==> src/hw/ctr_params.svh <==
/*
 * Build-time sizes for the counter-block subsystem
 * Counter width is CTR_SLICES * CTR_SLICE_W and must stay 128
 * Host credits must match the dispatcher queue depth
 */
`ifndef CTR_PARAMS_SVH
`define CTR_PARAMS_SVH

// Number of identical counter lanes
`define CTR_LANES 4

// Incrementer works one slice per cycle
`define CTR_SLICE_W 16
`define CTR_SLICES 8

// Host credits after reset, same as queue depth
`define CTR_CMD_CREDITS 2

// Output credits after reset
`define CTR_OUT_CREDITS 4

`endif

==> src/hw/ctr_pkg.sv <==
/*
 * Shared types for the counter lanes, dispatcher, collector and testbench
 * State encodings are sparse, any two valid codes differ in 3 or more bits
 */
`include "ctr_params.svh"

package ctr_pkg;

  ////////////////////
  // Basic vectors
  ////////////////////

  // Full counter block
  typedef logic [`CTR_SLICES*`CTR_SLICE_W-1:0] ctr_value_t;

  // Lane number carried with commands and results
  typedef logic [$clog2(`CTR_LANES)-1:0] lane_idx_t;

  // Slice pointer inside the incrementer
  typedef logic [$clog2(`CTR_SLICES)-1:0] slice_idx_t;

  ////////////////////
  // Enums
  ////////////////////

  // Host opcodes
  typedef enum logic {
    CTR_OP_LOAD = 1'b0,
    CTR_OP_INCR = 1'b1
  } ctr_op_e;

  // Lane FSM, 5-bit sparse
  // Distances: IDLE-INCR 4, IDLE-DONE 3, INCR-DONE 3
  // ERROR sits at 3 or more from every other code
  typedef enum logic [4:0] {
    CTR_IDLE  = 5'b01011,
    CTR_INCR  = 5'b10110,
    CTR_DONE  = 5'b11101,
    CTR_ERROR = 5'b00000
  } ctr_state_e;

  ////////////////////
  // Bus payloads
  ////////////////////

  // Host command, 131 bits
  typedef struct packed {
    lane_idx_t  lane;
    ctr_op_e    op;
    ctr_value_t value;
  } ctr_cmd_t;

  // Lane result, 130 bits
  typedef struct packed {
    lane_idx_t  lane;
    ctr_value_t value;
  } ctr_rsp_t;

endpackage

==> src/hw/ctr_dispatch.sv <==
/*
 * Command queue between the host and the counter lanes
 * Host must only send while it holds a credit; extra pushes into a full queue are lost
 * The queue head blocks until its lane has a credit, keeping commands in order
 */
`include "ctr_params.svh"

module ctr_dispatch (
  input  logic                  clk_i,
  input  logic                  rst_ni,
  input  logic                  cmd_valid_i,
  input  ctr_pkg::ctr_cmd_t     cmd_i,
  output logic                  cmd_credit_o,
  input  logic [`CTR_LANES-1:0] lane_credit_i,
  output logic [`CTR_LANES-1:0] lane_cmd_valid_o,
  output ctr_pkg::ctr_cmd_t     lane_cmd_o
);
  import ctr_pkg::*;

  localparam int unsigned Depth = `CTR_CMD_CREDITS;
  localparam int unsigned PtrW  = (Depth > 1) ? $clog2(Depth) : 1;
  localparam int unsigned CntW  = $clog2(Depth + 1);

  // Queue storage and pointers
  ctr_cmd_t              fifo_q [Depth];
  logic [PtrW-1:0]       wr_ptr_q;
  logic [PtrW-1:0]       rd_ptr_q;
  logic [CntW-1:0]       count_q;

  // One credit bit per lane
  logic [`CTR_LANES-1:0] credit_q;

  logic                  push;
  logic                  pop;
  ctr_cmd_t              head;

  ////////////////////
  // Issue
  ////////////////////

  assign head = fifo_q[rd_ptr_q];

  // Head leaves only toward a lane holding a credit
  assign pop  = (count_q != '0) && credit_q[head.lane];

  // Slot frees up in the same cycle as a pop
  assign push = cmd_valid_i && ((count_q != CntW'(Depth)) || pop);

  always_comb begin
    lane_cmd_valid_o = '0;
    if (pop) begin
      lane_cmd_valid_o[head.lane] = 1'b1;
    end
  end

  assign lane_cmd_o   = head;
  // Host credit back on every issue
  assign cmd_credit_o = pop;

  ////////////////////
  // Queue
  ////////////////////

  always_ff @(posedge clk_i) begin
    if (push) begin
      fifo_q[wr_ptr_q] <= cmd_i;
    end
  end

  always_ff @(posedge clk_i or negedge rst_ni) begin
    if (!rst_ni) begin
      wr_ptr_q <= '0;
      rd_ptr_q <= '0;
      count_q  <= '0;
    end else begin
      if (push) begin
        wr_ptr_q <= (wr_ptr_q == PtrW'(Depth - 1)) ? '0 : wr_ptr_q + PtrW'(1);
      end
      if (pop) begin
        rd_ptr_q <= (rd_ptr_q == PtrW'(Depth - 1)) ? '0 : rd_ptr_q + PtrW'(1);
      end
      // Net occupancy change
      if (push && !pop) begin
        count_q <= count_q + CntW'(1);
      end else if (pop && !push) begin
        count_q <= count_q - CntW'(1);
      end
    end
  end

  // Lane credits, all free after reset
  always_ff @(posedge clk_i or negedge rst_ni) begin
    if (!rst_ni) begin
      credit_q <= '1;
    end else begin
      for (int unsigned k = 0; k < `CTR_LANES; k++) begin
        if (lane_credit_i[k]) begin
          credit_q[k] <= 1'b1;
        end else if (lane_cmd_valid_o[k]) begin
          credit_q[k] <= 1'b0;
        end
      end
    end
  end

endmodule

==> src/hw/ctr_lane.sv <==
/*
 * One counter lane with a slice-serial incrementer
 * INCR takes a fixed 9 cycles, LOAD one; the result is held until taken
 * A bad state code or a command while busy locks the lane in CTR_ERROR until reset
 */
`include "ctr_params.svh"

module ctr_lane (
  input  logic              clk_i,
  input  logic              rst_ni,
  input  logic              cmd_valid_i,
  input  ctr_pkg::ctr_cmd_t cmd_i,
  output logic              credit_o,
  output logic              rsp_valid_o,
  output ctr_pkg::ctr_rsp_t rsp_o,
  input  logic              rsp_take_i,
  output logic              alert_o
);
  import ctr_pkg::*;

  ctr_state_e                              state_d, state_q;
  slice_idx_t                              idx_d, idx_q;
  logic                                    carry_d, carry_q;
  logic                                    rsp_valid_d, rsp_valid_q;
  logic                                    credit_d, credit_q;

  // Payload registers
  lane_idx_t                               lane_q;
  logic [`CTR_SLICES-1:0][`CTR_SLICE_W-1:0] ctr_q;

  logic [`CTR_SLICE_W:0]                   slice_sum;
  logic                                    accept;
  logic                                    load;
  logic                                    slice_we;

  ////////////////////
  // Slice adder
  ////////////////////

  // Extra MSB catches the carry into the next slice
  assign slice_sum = {1'b0, ctr_q[idx_q]} + {{`CTR_SLICE_W{1'b0}}, carry_q};

  ////////////////////
  // Control FSM
  ////////////////////

  always_comb begin : fsm_comb
    state_d     = state_q;
    idx_d       = idx_q;
    carry_d     = carry_q;
    rsp_valid_d = rsp_valid_q;
    credit_d    = 1'b0;
    accept      = 1'b0;
    load        = 1'b0;
    slice_we    = 1'b0;
    alert_o     = 1'b0;

    unique case (state_q)
      CTR_IDLE: begin
        if (cmd_valid_i) begin
          accept = 1'b1;
          if (cmd_i.op == CTR_OP_LOAD) begin
            load    = 1'b1;
            state_d = CTR_DONE;
          end else begin
            // Start at the low slice, adding one
            idx_d   = '0;
            carry_d = 1'b1;
            state_d = CTR_INCR;
          end
        end
      end

      CTR_INCR: begin
        slice_we = 1'b1;
        idx_d    = idx_q + slice_idx_t'(1);
        carry_d  = slice_sum[`CTR_SLICE_W];
        // Top slice done, carry out is dropped
        if (idx_q == slice_idx_t'(`CTR_SLICES - 1)) begin
          state_d = CTR_DONE;
        end
      end

      CTR_DONE: begin
        // One cycle to raise valid, then wait for the take
        if (!rsp_valid_q) begin
          rsp_valid_d = 1'b1;
        end else if (rsp_take_i) begin
          rsp_valid_d = 1'b0;
          credit_d    = 1'b1;
          state_d     = CTR_IDLE;
        end
      end

      CTR_ERROR: begin
        // Terminal
        alert_o = 1'b1;
      end

      default: begin
        // Corrupted state code
        state_d = CTR_ERROR;
        alert_o = 1'b1;
      end
    endcase

    // Command while busy means the credit protocol broke
    if (cmd_valid_i && (state_q != CTR_IDLE)) begin
      state_d = CTR_ERROR;
    end

    // No result leaves a failed lane
    if (state_d == CTR_ERROR) begin
      rsp_valid_d = 1'b0;
    end
  end

  ////////////////////
  // Registers
  ////////////////////

  always_ff @(posedge clk_i or negedge rst_ni) begin
    if (!rst_ni) begin
      state_q     <= CTR_IDLE;
      idx_q       <= '0;
      carry_q     <= 1'b0;
      rsp_valid_q <= 1'b0;
      credit_q    <= 1'b0;
    end else begin
      state_q     <= state_d;
      idx_q       <= idx_d;
      carry_q     <= carry_d;
      rsp_valid_q <= rsp_valid_d;
      credit_q    <= credit_d;
    end
  end

  // Counter and lane tag
  always_ff @(posedge clk_i) begin
    if (load) begin
      ctr_q <= cmd_i.value;
    end else if (slice_we) begin
      ctr_q[idx_q] <= slice_sum[`CTR_SLICE_W-1:0];
    end
    if (accept) begin
      lane_q <= cmd_i.lane;
    end
  end

  assign rsp_valid_o = rsp_valid_q;
  assign rsp_o       = '{lane: lane_q, value: ctr_value_t'(ctr_q)};
  // Credit one cycle after the take, lane back in IDLE
  assign credit_o    = credit_q;

endmodule

==> src/hw/ctr_collect.sv <==
/*
 * Round-robin drain of lane results to one output port
 * Output is combinational from the lane hold registers
 * A word goes out only while an output credit is held
 */
`include "ctr_params.svh"

module ctr_collect (
  input  logic                               clk_i,
  input  logic                               rst_ni,
  input  logic [`CTR_LANES-1:0]              rsp_valid_i,
  input  ctr_pkg::ctr_rsp_t [`CTR_LANES-1:0] rsp_i,
  output logic [`CTR_LANES-1:0]              rsp_take_o,
  output logic                               out_valid_o,
  output ctr_pkg::ctr_rsp_t                  out_o,
  input  logic                               out_credit_i
);
  import ctr_pkg::*;

  localparam int unsigned CntW = $clog2(`CTR_OUT_CREDITS + 1);

  // Last lane granted
  lane_idx_t       last_q;
  lane_idx_t       grant_idx;
  logic            found;
  logic            grant;

  // Output credits held
  logic [CntW-1:0] credit_q;

  ////////////////////
  // Arbiter
  ////////////////////

  // Search starts one past the last grant
  always_comb begin : arb_comb
    lane_idx_t cand;

    found     = 1'b0;
    grant_idx = last_q;
    for (int unsigned i = 1; i <= `CTR_LANES; i++) begin
      cand = lane_idx_t'((32'(last_q) + i) % `CTR_LANES);
      if (!found && rsp_valid_i[cand]) begin
        found     = 1'b1;
        grant_idx = cand;
      end
    end
  end

  // Grant only with a credit in hand
  assign grant       = found && (credit_q != '0);
  assign out_valid_o = grant;
  assign out_o       = rsp_i[grant_idx];

  always_comb begin
    rsp_take_o = '0;
    if (grant) begin
      rsp_take_o[grant_idx] = 1'b1;
    end
  end

  ////////////////////
  // State
  ////////////////////

  always_ff @(posedge clk_i or negedge rst_ni) begin
    if (!rst_ni) begin
      credit_q <= CntW'(`CTR_OUT_CREDITS);
      // Lane 0 first after reset
      last_q   <= lane_idx_t'(`CTR_LANES - 1);
    end else begin
      // Grant and return together cancel out
      unique case ({grant, out_credit_i})
        2'b10:   credit_q <= credit_q - CntW'(1);
        2'b01:   credit_q <= credit_q + CntW'(1);
        default: credit_q <= credit_q;
      endcase
      if (grant) begin
        last_q <= grant_idx;
      end
    end
  end

endmodule

==> src/hw/ctr_top.sv <==
/*
 * Counter-block generator top level
 * Host and consumer must follow the credit rules, or a lane raises alert_o
 * alert_o is sticky until reset
 */
`include "ctr_params.svh"

module ctr_top (
  input  logic              clk_i,
  input  logic              rst_ni,
  input  logic              cmd_valid_i,
  input  ctr_pkg::ctr_cmd_t cmd_i,
  output logic              cmd_credit_o,
  output logic              out_valid_o,
  output ctr_pkg::ctr_rsp_t out_o,
  input  logic              out_credit_i,
  output logic              alert_o
);
  import ctr_pkg::*;

  // Dispatcher to lanes
  logic [`CTR_LANES-1:0]    lane_cmd_valid;
  ctr_cmd_t                 lane_cmd;
  logic [`CTR_LANES-1:0]    lane_credit;

  // Lanes to collector
  logic [`CTR_LANES-1:0]    rsp_valid;
  ctr_rsp_t [`CTR_LANES-1:0] rsp;
  logic [`CTR_LANES-1:0]    rsp_take;

  logic [`CTR_LANES-1:0]    lane_alert;

  ctr_dispatch i_ctr_dispatch (
    .clk_i            (clk_i),
    .rst_ni           (rst_ni),
    .cmd_valid_i      (cmd_valid_i),
    .cmd_i            (cmd_i),
    .cmd_credit_o     (cmd_credit_o),
    .lane_credit_i    (lane_credit),
    .lane_cmd_valid_o (lane_cmd_valid),
    .lane_cmd_o       (lane_cmd)
  );

  // Shared command bus, per-lane valid
  for (genvar k = 0; k < `CTR_LANES; k++) begin : g_lane
    ctr_lane i_ctr_lane (
      .clk_i       (clk_i),
      .rst_ni      (rst_ni),
      .cmd_valid_i (lane_cmd_valid[k]),
      .cmd_i       (lane_cmd),
      .credit_o    (lane_credit[k]),
      .rsp_valid_o (rsp_valid[k]),
      .rsp_o       (rsp[k]),
      .rsp_take_i  (rsp_take[k]),
      .alert_o     (lane_alert[k])
    );
  end

  ctr_collect i_ctr_collect (
    .clk_i        (clk_i),
    .rst_ni       (rst_ni),
    .rsp_valid_i  (rsp_valid),
    .rsp_i        (rsp),
    .rsp_take_o   (rsp_take),
    .out_valid_o  (out_valid_o),
    .out_o        (out_o),
    .out_credit_i (out_credit_i)
  );

  // Any failed lane
  assign alert_o = |lane_alert;

endmodule

==> config.mk <==
export PLATFORM = sky130hd
export DESIGN_NAME = ctr_top
export DESIGN_NICKNAME = d
export VERILOG_FILES = /design/src/hw/ctr_pkg.sv /design/src/hw/ctr_dispatch.sv /design/src/hw/ctr_lane.sv /design/src/hw/ctr_collect.sv /design/src/hw/ctr_top.sv
export VERILOG_INCLUDE_DIRS = /design/src /design/src/hw
export SDC_FILE = /design/constraint.sdc
export NUM_CORES = 1
export LEC_CHECK = 0
export BUFFER_PORTS_ARGS = -buffer_cell sky130_fd_sc_hd__buf_2
export CAP_MARGIN = 25
export CORE_MARGIN = 1
export CORE_UTILIZATION = 40
export CTS_CLUSTER_SIZE = 14
export DETAILED_ROUTE_END_ITERATION = 12
export PLACE_DENSITY = 0.57
export SYNTH_ARGS = -nofsm -noshare
export SYNTH_HDL_FRONTEND = slang
export SYNTH_SLANG_ARGS = --single-unit
export TNS_END_PERCENT = 20
==> constraint.sdc <==
create_clock -name clk_i -period 9.4 [get_ports clk_i]
set_input_delay 0.94 -clock clk_i [delete_from_list [all_inputs] [get_ports clk_i]]
set_output_delay 0.94 -clock clk_i [all_outputs]
set_load 0.005 [all_outputs]
# == Yosys cells after proc, flatten, opt, wreduce, memory -nomap -nowiden ==
# Memory sizes are Yosys's and may differ from the RTL's.
# Cells that the tools add are included.
# word_totals
reg_bits,577
ram_bits,262
inputBits,135
word_cells,357
memories,1
# op_classes
n_addsub,18
order_cmp,16
eq_ne,31
mux,165
n_reduce_logical,61
# memory_table
memory,depth,word_bits,read_ports,rd_clocked_by_memory_dff,wr,line,rtl
i_ctr_dispatch.fifo_q,2,131,1,0,1,ctr_dispatch.sv:25,ctr_cmd_t fifo_q [Depth];
# ops
op,count
128-bit two-way mux,8
128-bit bitwise mux,4
130-bit binary-select mux with 2-bit select,1
16-bit binary-select mux with 3-bit select,4
16-bit demux with 3-bit select,4
130-bit two-way mux,1
16-bit two-way mux,8
5-bit two-way mux,20
1-bit two-way mux,81
5-bit one-hot mux with 4 select lines,4
16-bit by 1-bit adder with 17-bit output,4
"5-bit equality test, second input constant",8
5-bit logical NOT,8
2-bit nonzero test,19
3-bit one-hot mux with 2 select lines,5
"5-bit by 4-bit equality test with 1-bit output, second input constant",4
"5-bit by 4-bit != test with 1-bit output, second input constant",4
1-bit logical AND,18
"2-bit by 3-bit less-than comparator with 1-bit output, second input constant",6
"3-bit by 4-bit less-than comparator with 1-bit output, second input constant",4
"2-bit != test, second input constant",8
"3-bit by 1-bit adder with 3-bit output, second input constant",5
3-bit two-way mux,5
"3-bit equality test, second input constant",4
21 further kinds,54

# == Longest topological paths before layout ==
# depth
ltp_word,24
ltp_mapped,18

# == Modules after synthesis ==
# From an unflattened synthesis, not the netlist that was laid out.
# hier_totals
hier_cells,3684
area_unflattened_um2,45232.1
# modules_own_cells
module,instances,cells_per_inst,area_each_um2,seq_area_each_um2
ctr_lane (g_lane[0].i_ctr_lane ...),3,677,7564.8,4182.8
ctr_dispatch,1,472,9998.3,8072.7
ctr_lane (g_lane[3].i_ctr_lane),1,704,7656.1,4182.8
ctr_collect,1,476,4875.9,128.9
ctr_top,1,1,7.5,0.0

# == Worst setup path before layout ==
# Ideal clock, no wire load.
# synth_path
path_type,register to register
start,register i_ctr_dispatch.rd_ptr_q
end,memory i_ctr_dispatch.fifo_q[0][0] (netlist name) (enable)
setup_ns,0.623
arrival_time_ns,6.687
slack_ns,2.090
path_stages_with_launch,7
n_path_buf,1
cell_sequence,dfrtp_1 -> buf_2 -> nand3b_1 -> a21oi_1 -> and4bb_2 -> o21ai_0 -> nor2_1
# synth_via
elab_chain_cells,8
# synth_lines
item,line,rtl
"start, declared",ctr_dispatch.sv:27,logic [PtrW-1:0] rd_ptr_q;
"start signal, assigned",ctr_dispatch.sv:80,rd_ptr_q <= (rd_ptr_q == PtrW'(Depth - 1)) ? '0 : rd_ptr_q + PtrW'(1);
memory 2 x 131 bit,-,
1-bit binary-select mux with 2-bit select,ctr_dispatch.sv:44,assign pop = (count_q != '0) && credit_q[head.lane];
1-bit two-way mux (not written as such),ctr_dispatch.sv:44,
1-bit logical AND,ctr_dispatch.sv:44,
1-bit logical OR,ctr_dispatch.sv:47,assign push = cmd_valid_i && ((count_q != CntW'(Depth)) || pop);
1-bit logical AND,ctr_dispatch.sv:47,
1-bit two-way mux,ctr_dispatch.sv:65,if (push) begin
1-bit two-way mux (not written as such),ctr_dispatch.sv:66,fifo_q[wr_ptr_q] <= cmd_i;
"end, declared",ctr_dispatch.sv:25,
# No other way between the ends. The select of a mux whose other input is x is not followed.

# == Final worst setup path ==
# layout_path
start,register g_lane[0].i_ctr_lane.idx_q[0]
end,"register g_lane[0].i_ctr_lane.ctr_q, in the netlist g_lane[0].i_ctr_lane.rsp_o[126] (data pin)"
# layout_via
elab_chain_cells,7
# layout_lines
item,line,rtl
"start, declared",ctr_lane.sv:22,"slice_idx_t idx_d, idx_q;"
"start signal, assigned",ctr_lane.sv:131,idx_q <= idx_d;
branches (longest 4 deep; another with 16-bit by 1-bit adder with 17-bit output),-,
128-bit bitwise mux (*),ctr_lane.sv:143,ctr_q[idx_q] <= slice_sum[`CTR_SLICE_W-1:0];
128-bit two-way mux (*),ctr_lane.sv:142,end else if (slice_we) begin
128-bit two-way mux (*),ctr_lane.sv:140,if (load) begin
"end signal, assigned",ctr_lane.sv:141,ctr_q <= cmd_i.value;
"end signal, assigned by index",ctr_lane.sv:143,
"end, declared",ctr_lane.sv:29,logic [`CTR_SLICES-1:0][`CTR_SLICE_W-1:0] ctr_q;
# Every way passes the cells marked *. The select of a mux whose other input is x is not followed.
# A chain may end at the register's enable or synchronous reset.

==> flow_metrics.env <==
export IMPL_cts_sinks=839
export IMPL_dr_pass1_iters=8
export IMPL_power_uw=9620
export IMPL_grt_pass1_vias=31600
export IMPL_critical_path_class="reg2reg"
export IMPL_cts_tree="built"
export IMPL_synth_seq_area_share_pct=59.2
export IMPL_clockBufferDepth=3
export IMPL_place_hpwl_um=140000
export IMPL_worst_slew_pin_transition_ns=1.28
export IMPL_rows=118
export IMPL_fin_ws_ns=3.35
export IMPL_hp_class="in2async"
export IMPL_die_area_um2=107000
export IMPL_vias=33900
export IMPL_die_w_um=326
export IMPL_slew_headroom_pct=13.8
export IMPL_start_util_pct=40.5
export IMPL_grtUsageTotal_pct=36.4
export IMPL_fin_nets=3561
export IMPL_end_kind="flop"
export IMPL_leakage_uw=0.0152
export IMPL_die_height_um=326
export IMPL_cts_resized_gates=0
export IMPL_ant_nets=0
export IMPL_clk_latency_ns=0.71
export IMPL_fin_util_pct=46.8
export IMPL_cts_hold_buf=0
export IMPL_rr_worst_depth=13
export IMPL_h_tree_depth=3
export IMPL_place_area_um2=45400
export IMPL_drive_gt1_share_pct=25.3
export IMPL_worstPathArrival_ns=6.46
export IMPL_worst_setup_path_start_kind="flop"
export IMPL_finalHoldViolCount=0
export IMPL_design_area_um2=48600
export IMPL_layout_common_cells="782 x edfxtp_1, 267 x buf_2, 263 x o22ai_1, 241 x nand2_1, 216 x o21ai_0"
export IMPL_slew_violations=0
export IMPL_grt_max_degree=88
export IMPL_ioPinCount=268
export IMPL_grt_ovfl_total=0
export IMPL_dp_slack_ns=3.65
export IMPL_path_max_fanout=29
export IMPL_drv_cap=0
export IMPL_area_delta_synth_final_pct=15.6
export IMPL_finalSetupViolCount=0
export IMPL_period_needed_ns=6.05
export IMPL_avgSynthCellArea_um2=13.4
export IMPL_synth_nets=3292
export IMPL_outcome="completed"
export IMPL_viasPerCell=6.97
export IMPL_cellPowerDensity_nw_per_um2=198
export IMPL_post_cts_setup_buffers=0
export IMPL_path_cells="buf_4 > nor3b_1 > a22oi_1 > nand4_1 > ha_1 > ha_1 > nand3_1 > o32a_1 > nor3_1 > and3_1 > nand4_1 > xor2_1 > o22ai_1"
export IMPL_drc_errors=0
export IMPL_synth_cell_types=94
export IMPL_peakVddDrop_mv=0.214
export IMPL_cpPeakStageDelay_ns=0.90
export IMPL_r2r_start="g_lane[0].i_ctr_lane.idx_q[0]"
export IMPL_yosysWarningCount=0
export IMPL_io_buffers=267
export IMPL_rsz0062_at_grt="no"
export IMPL_cp_required_ns=9.81
export IMPL_dr_first_iter_drc_count=6585
export IMPL_reg2reg_slack_ns=3.35
export IMPL_async_flop_share_pct=6.79
export IMPL_cts_made_buffers=94
export IMPL_slowest_stage="dfrtp_2"
export IMPL_wirelength_um=198000
export IMPL_skew_ns=0.0292
export IMPL_antenna_found_initial=14
export IMPL_syn_inst=3138
export IMPL_cts_root_buffer="clkbuf_16"
export IMPL_clkTransAtPathRegs_ns=0.07
export IMPL_core_area_um2=104000
export IMPL_fin_crit_sh_pct=64.3
export IMPL_wl_per_cell_um=40.7
export IMPL_grt_pass1_wl_um=264000
export IMPL_r2r_end="g_lane[0].i_ctr_lane.rsp_o[126]"
export IMPL_synth_edf_count=782
export IMPL_synth_ff_type="edfxtp_1"
export IMPL_final_common_cell="edfxtp_1"
export IMPL_synth_seq_cells=839
export IMPL_syn_area_um2=42100
export IMPL_setup_tns_ns=0
export IMPL_max_freq_mhz=165
export IMPL_place_gp_congestion=1.09
## worst max path at each step
stage | from | endpoint | slack [ns] | cells past startpoint
after floorplan | i_ctr_dispatch.rd_ptr_q | i_ctr_dispatch.fifo_q[0][0] | 2.09 | 6
after global placement | g_lane[0].i_ctr_lane.idx_q[0] | g_lane[0].i_ctr_lane.rsp_o[94] | 3.87 | 13
after detailed placement | g_lane[0].i_ctr_lane.idx_q[0] | g_lane[0].i_ctr_lane.rsp_o[126] | 3.65 | 13
after CTS | g_lane[0].i_ctr_lane.idx_q[0] | g_lane[0].i_ctr_lane.rsp_o[110] | 3.61 | 13
after global routing | g_lane[0].i_ctr_lane.idx_q[0] | g_lane[0].i_ctr_lane.rsp_o[94] | 3.29 | 13
final | g_lane[0].i_ctr_lane.idx_q[0] | g_lane[0].i_ctr_lane.rsp_o[126] | 3.35 | 13
## sequential cells by signal, indices dropped and copies added (netlist names), 4 cells and up
signal,cells
g_lane.i_ctr_lane.carry_q,4
i_ctr_dispatch.fifo_q,262
i_ctr_dispatch.credit_q,4
g_lane.i_ctr_lane.lane_q,8
g_lane.i_ctr_lane.rsp_o,512
g_lane.i_ctr_lane.idx_q,12
g_lane.i_ctr_lane.state_q,20
g_lane.i_ctr_lane.credit_o,4
g_lane.i_ctr_lane.rsp_valid_o,4
## critical path: cells and delay by family (launching register included)
kind / cells / cell delay (ns)
buf+inv: 1 / 0.52
compound gates: 3 / 0.80
simple gates: 6 / 2.44
flops: 1 / 0.90
fa+ha+maj: 2 / 0.44
xor+xnor: 1 / 0.62
## synthesized netlist by cell type, types with 8 or more instances
master | n | area (µm²)
o21bai_1 | 9 | 67.6
a31o_2 | 8 | 70.1
a31oi_1 | 12 | 75.1
nand2_1 | 242 | 908
a21oi_1 | 69 | 345
nand3b_1 | 15 | 113
a22oi_1 | 22 | 165
inv_1 | 24 | 90.1
o21ai_0 | 248 | 1240
a22o_1 | 19 | 166
nand3_1 | 152 | 761
o31ai_1 | 50 | 375
nor2b_1 | 20 | 125
buf_4 | 12 | 90.1
o21a_1 | 8 | 60.1
dfrtp_1 | 38 | 951
and3_1 | 16 | 100
o22ai_1 | 263 | 1650
and2_1 | 12 | 75.1
nor2_1 | 116 | 435
xor2_1 | 26 | 228
or3_1 | 45 | 282
nor3_1 | 29 | 145
edfxtp_1 | 782 | 23500
buf_1 | 38 | 143
a221oi_1 | 22 | 193
nand2b_1 | 29 | 181
nand4_1 | 16 | 100
ha_1 | 18 | 225
o2bb2ai_1 | 8 | 70.1
or2_2 | 9 | 56.3
mux2i_1 | 184 | 1840
xnor2_1 | 34 | 298
buf_2 | 38 | 190
mux4_2 | 170 | 3830
dfstp_2 | 19 | 499
mux2_2 | 45 | 507
a211oi_1 | 9 | 67.6
clkbuf_1 | 127 | 477
## cell type report
cell class / count / area, µm²
fillers: 9403 / 55300
flip-flops and latches: 839 / 25000
multi-input cells: 2046 / 16300
clock buffers: 127 / 2650
repair buffers: 397 / 2470
well taps: 1380 / 1730
clock inverters: 46 / 463
inverters: 29 / 109
diodes: 6 / 15.0
## per-layer routing
| metal | track usage (%) | wire [µm] |
|---|---|---|
| met1 | 46.7 | 69200 |
| met4 | 26.6 | 17400 |
| met2 | 52.0 | 83300 |
| met3 | 11.5 | 28100 |
| met5 | 0 | 68 |
## through the flow
stage / hold WS, ns / instances
detailed placement: 0.413 / 4682
CTS: 0.404 / 4855
floorplan: 0.405 / 3138
finish: 0.401 / 4870
global route: 0.406 / 4865
global placement: 0.407 / 4673
## cells by family after synthesis
family / share of synthesized area, %
mux: 15.1
buf+inv: 2.66
flops: 59.2
simple gates: 8.81
fa+ha+maj: 0.583
compound gates: 12.2
xor+xnor: 1.36
## where the power goes
group          leakage (µW)  internal (µW)  switching, µW
clock               0.00153           2200           1600
combinational       0.00701            329            981
sequential          0.00665           4400            108
Power figures use the tool's default switching activity.
